<file path="src/nnPkg.sv">
`default_nettype none

package nnPkg;

	localparam int DataWidth = 8;
	localparam int AccWidth = 20; // holds 30 full-scale products plus the bias.
	localparam int PixelCount = 30;
	localparam int HiddenCount = 6;
	localparam int ClassCount = 4;
	localparam int ClassIdWidth = 2;
	localparam int LayerLatency = 3; // capture, sum and activation stages of a node.

	// Layer selector 0 picks the hidden tables, any other value the output tables.
	localparam logic signed [DataWidth-1:0] HiddenWeights [HiddenCount][PixelCount] = '{
		'{
			8'sd12, -8'sd5, 8'sd33, 8'sd8, -8'sd17, 8'sd25,
			8'sd4, -8'sd9, 8'sd40, 8'sd14, -8'sd22, 8'sd6,
			8'sd19, -8'sd31, 8'sd2, 8'sd27, -8'sd8, 8'sd11,
			-8'sd3, 8'sd36, -8'sd14, 8'sd9, 8'sd21, -8'sd26,
			8'sd5, 8'sd17, -8'sd11, 8'sd30, -8'sd6, 8'sd13
		},
		'{
			-8'sd18, 8'sd24, -8'sd7, 8'sd15, 8'sd29, -8'sd12,
			8'sd3, 8'sd38, -8'sd25, 8'sd10, 8'sd7, -8'sd33,
			8'sd16, 8'sd22, -8'sd4, -8'sd9, 8'sd41, -8'sd15,
			8'sd26, 8'sd1, 8'sd18, -8'sd21, -8'sd2, 8'sd34,
			8'sd12, -8'sd28, 8'sd9, 8'sd5, 8'sd23, -8'sd10
		},
		'{
			8'sd31, 8'sd6, -8'sd14, -8'sd27, 8'sd11, 8'sd19,
			-8'sd36, 8'sd8, 8'sd2, 8'sd25, -8'sd13, 8'sd17,
			-8'sd20, 8'sd4, 8'sd37, 8'sd10, -8'sd5, -8'sd24,
			8'sd14, 8'sd28, -8'sd9, 8'sd32, -8'sd16, 8'sd7,
			-8'sd30, 8'sd21, 8'sd3, -8'sd12, 8'sd18, 8'sd26
		},
		'{
			-8'sd9, -8'sd21, 8'sd28, 8'sd5, 8'sd16, -8'sd34,
			8'sd22, 8'sd13, -8'sd7, -8'sd18, 8'sd30, 8'sd9,
			8'sd24, -8'sd11, 8'sd6, -8'sd25, 8'sd15, 8'sd35,
			-8'sd3, -8'sd16, 8'sd20, 8'sd4, 8'sd27, -8'sd8,
			8'sd19, -8'sd2, -8'sd29, 8'sd12, 8'sd33, -8'sd14
		},
		'{
			8'sd7, 8'sd35, 8'sd10, -8'sd19, -8'sd8, 8'sd23,
			8'sd14, -8'sd28, 8'sd17, 8'sd3, 8'sd26, -8'sd6,
			-8'sd15, 8'sd29, 8'sd21, -8'sd4, -8'sd23, 8'sd9,
			8'sd32, -8'sd13, 8'sd1, 8'sd24, -8'sd10, 8'sd16,
			-8'sd35, 8'sd8, 8'sd27, -8'sd17, 8'sd5, 8'sd20
		},
		'{
			8'sd20, -8'sd13, -8'sd26, 8'sd32, 8'sd4, 8'sd9,
			-8'sd17, 8'sd25, 8'sd11, -8'sd30, 8'sd2, 8'sd36,
			-8'sd8, 8'sd18, -8'sd22, 8'sd14, 8'sd7, -8'sd1,
			-8'sd19, 8'sd27, 8'sd12, -8'sd35, 8'sd6, 8'sd21,
			8'sd15, -8'sd5, 8'sd38, -8'sd24, -8'sd11, 8'sd3
		}
	};

	localparam logic signed [DataWidth-1:0] HiddenBias [HiddenCount] = '{
		8'sd10, -8'sd6, 8'sd15, -8'sd12, 8'sd4, 8'sd8
	};

	localparam logic signed [DataWidth-1:0] OutWeights [ClassCount][HiddenCount] = '{
		'{8'sd25, -8'sd18, 8'sd30, 8'sd12, -8'sd22, 8'sd9},
		'{-8'sd14, 8'sd28, -8'sd9, 8'sd20, 8'sd16, -8'sd25},
		'{8'sd19, 8'sd11, -8'sd27, -8'sd15, 8'sd31, 8'sd14},
		'{-8'sd21, 8'sd7, 8'sd17, 8'sd26, -8'sd12, 8'sd22}
	};

	localparam logic signed [DataWidth-1:0] OutBias [ClassCount] = '{
		8'sd5, -8'sd3, 8'sd8, 8'sd2
	};

	function automatic logic signed [DataWidth-1:0] weightOf(
		input int layerSel,
		input int nodeIdx,
		input int inIdx
	);
		if (layerSel == 0)
		begin
			return HiddenWeights[nodeIdx][inIdx];
		end
		return OutWeights[nodeIdx][inIdx];
	endfunction

	function automatic logic signed [DataWidth-1:0] biasOf(
		input int layerSel,
		input int nodeIdx
	);
		if (layerSel == 0)
		begin
			return HiddenBias[nodeIdx];
		end
		return OutBias[nodeIdx];
	endfunction

endpackage

`default_nettype wire

</file>
<file path="src/classArgmax.sv">
`timescale 1ns/1ns
`default_nettype none

module classArgmax #(
	parameter int Count = nnPkg::ClassCount
)
(
	input logic clk,
	input logic reset,
	input logic signed [nnPkg::DataWidth-1:0] scoreIn [Count],
	input logic inValid,
	output logic [nnPkg::ClassIdWidth-1:0] classOut,
	output logic outValid
);

	import nnPkg::*;

	logic [ClassIdWidth-1:0] bestIdx;
	logic signed [DataWidth-1:0] bestScore;

	generate
		if (Count > 2 ** ClassIdWidth)
		begin : gBadCount
			$error("classArgmax: %0d classes do not fit in %0d bits.", Count, ClassIdWidth);
		end
	endgenerate

	always_comb
	begin
		bestIdx = '0;
		bestScore = scoreIn[0];
		for (int i = 1; i < Count; i++)
		begin
			if (scoreIn[i] > bestScore) // strict compare keeps the lower index on a tie.
			begin
				bestIdx = ClassIdWidth'(i);
				bestScore = scoreIn[i];
			end
		end
	end

	always_ff @(posedge clk)
	begin
		if (reset)
		begin
			classOut <= '0;
			outValid <= 1'b0;
		end
		else
		begin
			classOut <= bestIdx;
			outValid <= inValid;
		end
	end

endmodule

`default_nettype wire

</file>
<file path="config.mk">
export PLATFORM = sky130hd
export DESIGN_NAME = classArgmax
export DESIGN_NICKNAME = d
export VERILOG_FILES = /design/src/nnPkg.sv /design/src/classArgmax.sv
export SDC_FILE = /design/constraint.sdc
export NUM_CORES = 1
export LEC_CHECK = 0
export BUFFER_PORTS_ARGS = -buffer_cell sky130_fd_sc_hd__buf_2
export CAP_MARGIN = 15
export CORE_MARGIN = 2
export CORE_UTILIZATION = 47
export DETAILED_ROUTE_END_ITERATION = 8
export GPL_TIMING_DRIVEN = 0
export PLACE_DENSITY = 0.79
export SETUP_SLACK_MARGIN = 0.02
export SKIP_LAST_GASP = 1
export SYNTH_ARGS = -nofsm -noshare
export SYNTH_HDL_FRONTEND = slang
export SYNTH_SLANG_ARGS = --single-unit
</file>
<file path="constraint.sdc">
create_clock -name clk -period 5.1 [get_ports clk]
set_clock_uncertainty 0.2 [all_clocks]
set_input_delay 0.765 -clock clk [delete_from_list [all_inputs] [get_ports clk]]
set_output_delay 0.765 -clock clk [all_outputs]
set_load 0.02 [all_outputs]
</file>
==> flow_metrics.py, run 1 <==
metrics = {
    "status": {
        "status": "finished, final reports clean",
    },
    "routing": {
        "ant_nets": 0,
        "wl_per_cell_um": 11.5,
        "vias": 895,
        "drt-total-wl_um": 2000,
        "routed_via_density": 5.14,
        "dr.pass1.iters": 4,
        "drc_errors": 0,
        "drt-initial-drc-count": 12,
    },
    "yosys": {
        "synth.top_cell.area_share_pct": 34.5,
        "synth.cell_area_um2": 871,
        "ys_types": 31,
        "synth_edf_count": 0,
        "yosysWarnings": 0,
        "synth_top_flop_cell": "dfxtp_1",
        "ys_seq_area_share_pct": 6.90,
        "ys_ff_latch": 3,
        "synth_common_cells": "ha_1 (24), inv_1 (12), nor2_1 (10)",
        "synth_area_leaders": "ha_1 (34%), mux2i_1 (8.0%), dfxtp_1 (6.9%)",
        "synth_largest_area_cell": "ha_1",
        "avgSynthCellArea_um2": 8.45,
        "synth_most_common_cell": "ha_1",
        "synth-async-reset-ratio_pct": 0,
        "synthCells": 103,
        "synth_nets": 162,
    },
    "sta": {
        "finalMaxSlewViolations": 0,
        "tightest_slew_ps": 365,
        "hold_viol": 0,
        "relSlewSlack_pct": 75.7,
        "fmax_mhz": 211,
        "min_period_ps": 4740,
        "setup_tns_ps": 0,
        "hold_ws_ps": 522,
        "post-route-period-util_pct": 92.9,
        "rsz0062_at_grt": "false",
        "setup_ws_ps": 362,
        "final-setup-viol-count": 0,
    },
    "floorplan": {
        "boundaryPins": 38,
        "core_mm2": 0.00173,
        "dieArea_mm2": 0.00221,
        "initial_core_util_pct": 50.4,
        "dieHeight_um": 47.0,
        "num_rows": 15,
        "die_x_um": 47.0,
    },
    "power_and_ir_drop": {
        "power-per-cell-area_mw_per_mm2": 201,
        "ir_drop_mv": 0.121,
        "leakage_nw": 0.679,
    },
    "placement": {
        "hpwlAfterDp_um": 1810,
        "pre_cts_ws_ps": -136,
        "gp_congestion": 0.833,
        "place_inst": 165,
        "port_buffers": 37,
    },
    "setup_path": {
        "worstPathRequired_ps": 5000,
        "crit_top_cell": "ha_1",
        "crit_path_top_delay_cell": "a2111o_1",
        "startpoint_type": "primary input",
        "crit_path_end_kind": "register",
        "max_stage_delay_ps": 440,
        "crit_family": "compound AO/OA/AOI/OAI gates",
        "critPathBufInv": 3,
        "crit_type": "primary input to register",
        "arrival_ps": 4640,
        "crit_path_max_fanout": 10,
        "crit_chain": "buf_2 -> inv_1 -> ha_1 -> nand4_2 -> nor2_4 -> a21oi_2 -> a221oi_4 -> mux2i_1 -> ha_1 -> a21o_1 -> a2111o_1 -> o21ai_4 -> buf_6 -> a21o_1 -> ha_1 -> o21ai_0 -> a21oi_1 -> nor4_1 -> o21ai_0 -> o211ai_1 -> a31oi_1",
    },
    "clocking": {
        "path_clk_slew_ps": 40,
        "htree_levels": 1,
        "cts_root_buf": "clkbuf_4",
        "clk_path_buf_depth": 2,
        "clock-sinks": 3,
        "cts-resized-gates": 0,
        "cts_buffers": 3,
        "cts_tree": "done",
        "holdBufCountCts": 0,
    },
    "global_route": {
        "busiest_layer": "met2",
        "grt_max_degree": 11,
        "antenna_found_initial": 0,
        "met2_usage_pct": 37.8,
        "grt_remaining_overflow": 0,
        "grt_pass1_wl_um": 3150,
        "grt_util_all_layers_pct": 20.0,
        "first_global_vias": 816,
        "grtUsageMet3_pct": 3.46,
        "use_met1_pct": 22.8,
    },
    "finish": {
        "diodes": 0,
        "areaGrowthSynthToFinish_pct": 32.2,
        "final_cells": 174,
        "drive_above_1_share_pct": 35.6,
        "fillCellCount": 171,
        "nets": 209,
    },
    "min_path": {
        "min_path_type": "primary input to register",
    },
    "run": {
        "cap_violations": 0,
    },
}
==> through the flow <==
step / total power [mW] / util, % / area, µm²
2_1_floorplan: 0.142 / - / 871
3_3_place_gp: 0.177 / 63.0 / 1090
3_5_place_dp: 0.184 / 63.0 / 1090
4_1_cts: 0.226 / 64.5 / 1110
5_1_grt: 0.258 / 66.7 / 1150
6_report: 0.232 / 66.7 / 1150
==> path summary, 6_finish.rpt <==
path / depth (start not counted) / from / slack [ps] / end
worst min-delay path: 2 / reset / 520 / classOut[0]$_SDFF_PP0_
worst max-delay path: 21 / scoreIn[30] / 360 / classOut[1]$_SDFF_PP0_
==> state kept, by name, indices dropped and copies added (netlist names) <==
signal,flops
classOut,2
outValid,1
==> logic make-up (layout without fill, tap and decap cells) <==
family / Yosys count / count (layout) / share of synthesized area, %
AO/OA/AOI/OAI: 29 / 29 / 25.3
adder cells (fa/ha/maj): 24 / 24 / 34.5
buffers and inverters: 13 / 59 / 6.47
flip-flops: 3 / 3 / 6.90
multiplexers: 9 / 9 / 11.1
AND/OR/NAND/NOR: 25 / 25 / 15.8
==> power by group <==
part | switching (mW) | total (mW) | internal [mW]
Clock | 0.0116 | 0.0409 | 0.0293
Combinational | 0.0828 | 0.163 | 0.0802
Sequential | 0.000717 | 0.0280 | 0.0273
Total | 0.0951 | 0.232 | 0.137
==> area by class of cell <==
class | count | area, µm² | area share [%]
sequential | 3 | 60.1 | 5.22
tap | 25 | 31.3 | 2.72
inverter | 12 | 45.0 | 3.91
buffer | 1 | 11.3 | 0.978
multi-input combinational | 87 | 754 | 65.5
clock buffer | 4 | 26.3 | 2.28
timing repair buffer | 42 | 223 | 19.3
==> layer usage <==
layer	share of wire [%]	wire length, µm	vias up
li1	-	-	474
met1	45	895	402
met2	52	1040	19
met3	3.3	66	0
met4	0	0	0
met5	0	0	-
==> cell usage in the layout (no fill, tap or decap), drive strengths merged <==
cell type / instances
buf: 43
a21oi: 6
nor2b: 2
a31oi: 2
or2: 1
o21ai: 7
nand4: 4
nor3b: 1
and3: 1
clkbuf: 4
a2111o: 1
nand2b: 1
dfxtp: 3
mux2i: 7
nand3: 1
a221oi: 1
nor2: 11
a21o: 8
o21a: 1
o211ai: 2
nand2: 2
inv: 12
a211oi: 1
ha: 24
nor4: 1
mux2: 2
==> timing repair <==
| item | in CTS | in global routing |
|---|---|---|
| hold endpoints to repair | 0 | 0 |
| setup buffers | 0 | 5 |
| setup endpoints to repair | 0 | 2 |
No activity file was read; power rests on OpenSTA's default activity.
==> run 2: changes to the inputs <==
--- a/config.mk
+++ b/config.mk
@@ -5,13 +5,14 @@
 export SDC_FILE = /design/constraint.sdc
 export NUM_CORES = 1
 export LEC_CHECK = 0
+export ABC_AREA = 1
 export BUFFER_PORTS_ARGS = -buffer_cell sky130_fd_sc_hd__buf_2
 export CAP_MARGIN = 15
-export CORE_MARGIN = 2
-export CORE_UTILIZATION = 47
+export CORE_MARGIN = 8
+export CORE_UTILIZATION = 45
 export DETAILED_ROUTE_END_ITERATION = 8
 export GPL_TIMING_DRIVEN = 0
-export PLACE_DENSITY = 0.79
+export PLACE_DENSITY = 0.77
 export SETUP_SLACK_MARGIN = 0.02
 export SKIP_LAST_GASP = 1
 export SYNTH_ARGS = -nofsm -noshare
==> constraint.sdc (replaced) <==
create_clock -name clk -period 4.12 [get_ports clk]
set_clock_uncertainty 0.2 [all_clocks]
set_input_delay 0.618 -clock clk [delete_from_list [all_inputs] [get_ports clk]]
set_output_delay 0.618 -clock clk [all_outputs]
set_load 0.02 [all_outputs]
==> run 2 against run 1 <==
The flow now finishes with violations (negative setup slack); first-iteration DRC count rose to 9.3 times the previous value; global-route usage is 5.3 points lower; worst setup slack worse by 420 ps; flip-flop and latch count did not move; routed wire length rose by 110%; power up 140%; worst hold slack worse by 160 ps; count of clock-buffer cells in the layout unchanged; final cell count is 40% higher.
==> flow_metrics.py, run 2 <==
metrics = {
    "sta": {
        "final-setup-viol-count": 2,
        "min_period_ps": 4180,
        "finalMaxSlewViolations": 0,
        "setup_ws_ps": -55.8,
        "relSlewSlack_pct": 85.2,
        "tightest_slew_ps": 222,
        "rsz0062_at_grt": "true",
        "post-route-period-util_pct": 101,
        "setup_tns_ps": -110,
        "fmax_mhz": 239,
        "hold_viol": 0,
    },
    "placement": {
        "hpwlAfterDp_um": 2310,
        "placed_area_mm2": 0.00124,
        "gp_congestion": 0.773,
        "port_buffers": 37,
    },
    "setup_path": {
        "worstPathRequired_ps": 4060,
        "crit_start": "scoreIn[29]",
        "crit_path_max_fanout": 8,
        "arrival_ps": 4120,
        "startpoint_type": "primary input",
        "endpoint": "classOut[0]$_SDFF_PP0_",
        "crit_path_end_kind": "register",
        "crit_type": "primary input to register",
    },
    "routing": {
        "dr.pass1.iters": 6,
        "met1_length_um": 1560,
        "routed_via_density": 5.64,
        "drt-total-wl_um": 4130,
        "top_layer": "met4",
        "wl_met3_um": 236,
        "wl_met2_um": 2140,
        "drc_errors": 0,
        "drt-initial-drc-count": 112,
        "vias": 1376,
        "ant_nets": 0,
        "wl_per_cell_um": 16.9,
    },
    "clocking": {
        "cts_root_buf": "clkbuf_4",
        "cts_tree": "done",
        "clk_path_buf_depth": 2,
        "clock-sinks": 3,
        "cts_buffers": 3,
        "holdBufCountCts": 0,
        "htree_levels": 1,
        "path_clk_slew_ps": 40,
    },
    "yosys": {
        "yosys.area_share.adder_pct": 29.6,
        "synth_nets": 218,
        "ys_seq_area_share_pct": 5.91,
        "synth_compound_area_share_pct": 7.39,
        "synth_xor_area_share_pct": 0,
        "synth_common_cells": "nand2_1 (42), ha_1 (24), inv_1 (23)",
        "avgSynthCellArea_um2": 6.39,
        "synth_area_leaders": "ha_1 (30%), nand2_1 (16%), inv_1 (8.5%)",
        "synth_simple_gate_area_share_pct": 47.9,
        "synthCells": 159,
        "synth_most_common_cell": "nand2_1",
        "muxShareOfSynthArea_pct": 0,
        "synth.cell_area_mm2": 0.00102,
        "synth_edf_count": 0,
        "synth_largest_area_cell": "ha_1",
        "synth_top_family_by_area": "simple AND/OR/NAND/NOR gates",
        "synth.top_cell.area_share_pct": 29.6,
        "ys_types": 25,
        "synth_top_flop_cell": "dfxtp_1",
        "synth-async-reset-ratio_pct": 0,
        "yosysWarnings": 0,
        "ys_ff_latch": 3,
    },
    "power_and_ir_drop": {
        "ir_drop_mv": 0.199,
        "seqPwrFrac_pct": 6.3,
        "clkPwrFrac_pct": 10.3,
        "share_comb_of_total_power_pct": 83.4,
        "leakage_nw": 0.912,
        "power_mw": 0.557,
        "p_switching_mw": 0.269,
        "swShare_pct": 48.3,
        "power-per-cell-area_mw_per_mm2": 296,
        "intPower_mw": 0.288,
    },
    "floorplan": {
        "dieArea_mm2": 0.00403,
        "dieHeight_um": 63.5,
        "core_mm2": 0.00217,
        "die_x_um": 63.5,
        "num_rows": 17,
        "boundaryPins": 38,
        "initial_core_util_pct": 46.8,
    },
    "min_path": {
        "min_path_type": "primary input to register",
        "worstHoldStart": "reset",
    },
    "run": {
        "cap_violations": 0,
    },
    "global_route": {
        "grt_util_all_layers_pct": 14.6,
        "grt_pass1_wl_um": 5060,
        "grt_remaining_overflow": 0,
        "antenna_found_initial": 0,
        "grt_max_degree": 11,
        "first_global_vias": 1273,
    },
    "finish": {
        "nets": 276,
        "diodes": 0,
        "drive_above_1_share_pct": 69.0,
        "fin_util_pct": 86.8,
        "postLayoutCellArea_mm2": 0.00188,
        "largest-register": "classOut",
        "largest_register_ffs": 2,
        "areaGrowthSynthToFinish_pct": 85.3,
        "layout_common_cells": "buf_2 (31), nand2_2 (26), ha_4 (17), inv_1 (15), buf_4 (14)",
        "largest_registers": "classOut: 2 flops, outValid: 1 flops",
        "final_common_cell": "buf_2",
    },
    "status": {
        "status": "complete, but fails checks",
        "failed_checks": "negative setup slack",
    },
}
run 2: layer usage:
layer | global-route usage (%) | up-vias
li1 | - | 646
met1 | 14.5 | 636
met2 | 28.4 | 69
met3 | 4.06 | 25
met4 | 4.46 | 0
met5 | 0 | -
run 2: what timing repair did:
item / in CTS / in global routing
resized for setup: 27 / 80
gates cloned: 1 / 0
hold endpoints to repair: 0 / 0
setup buffers: 6 / 9
pin swaps: 12 / 52
endpoints found under the setup margin: 2 / 2
run 2: stage by stage:
step	setup WS [ps]	instances	hold WS [ps]
after floorplan	77.9	159	480
after CTS	33.9	235	370
final	-55.8	244	363
after global routing	-194	244	362
after global placement	-350	224	608
after detailed placement	-542	224	618
run 2: power groups by stage:
stage | Combinational, mW | Sequential, mW | Clock (mW)
floorplan | 0.183 | 0.0428 | 0
global placement | 0.244 | 0.0356 | 0
detailed placement | 0.257 | 0.0357 | 0
CTS | 0.310 | 0.0352 | 0.0538
global route | 0.506 | 0.0356 | 0.0600
finish | 0.464 | 0.0352 | 0.0573
run 2: kinds of logic after synthesis:
group,count (synthesis)
fa+ha+maj,24
flops,3
buf+inv,24
compound gates,13
simple gates,95
run 2: critical path, stage by stage:
cell and delay, ps:
buf_6 90, inv_4 30, ha_4 230, a21oi_2 140
nor2_2 70, nor2_4 160, nand3_4 160, nand3_4 200
nand2_2 90, and2_1 180, ha_1 270, nand2_1 80
nor2_4 150, nand4_1 210, nand3_4 200, buf_8 140
nand3_1 130, nand2_2 120, ha_4 210, inv_1 80
nor2_2 40, o21ai_1 120, o211ai_1 110, nand2_1 80
nand2_1 60, nand2_2 90, a21oi_2 50
run 2: cell type report:
type                            instances  area, µm²
Multi-Input combinational cell        133       1310
Timing Repair Buffer                   52        343
Fill cell                             120        287
Inverter                               23       93.8
Sequential cell                         3       60.1
Tap cell                               28       35.0
Clock buffer                            4       26.3
Buffer                                  1       15.0
run 2: how the worst min path moves through the flow:
stage	depth (start not counted)	slack [ps]	endpoint
floorplan	1	480	classOut[0]$_SDFF_PP0_
global placement	2	610	classOut[0]$_SDFF_PP0_
detailed placement	2	620	classOut[0]$_SDFF_PP0_
CTS	2	370	classOut[0]$_SDFF_PP0_
global route	2	360	classOut[1]$_SDFF_PP0_
finish	2	360	classOut[1]$_SDFF_PP0_
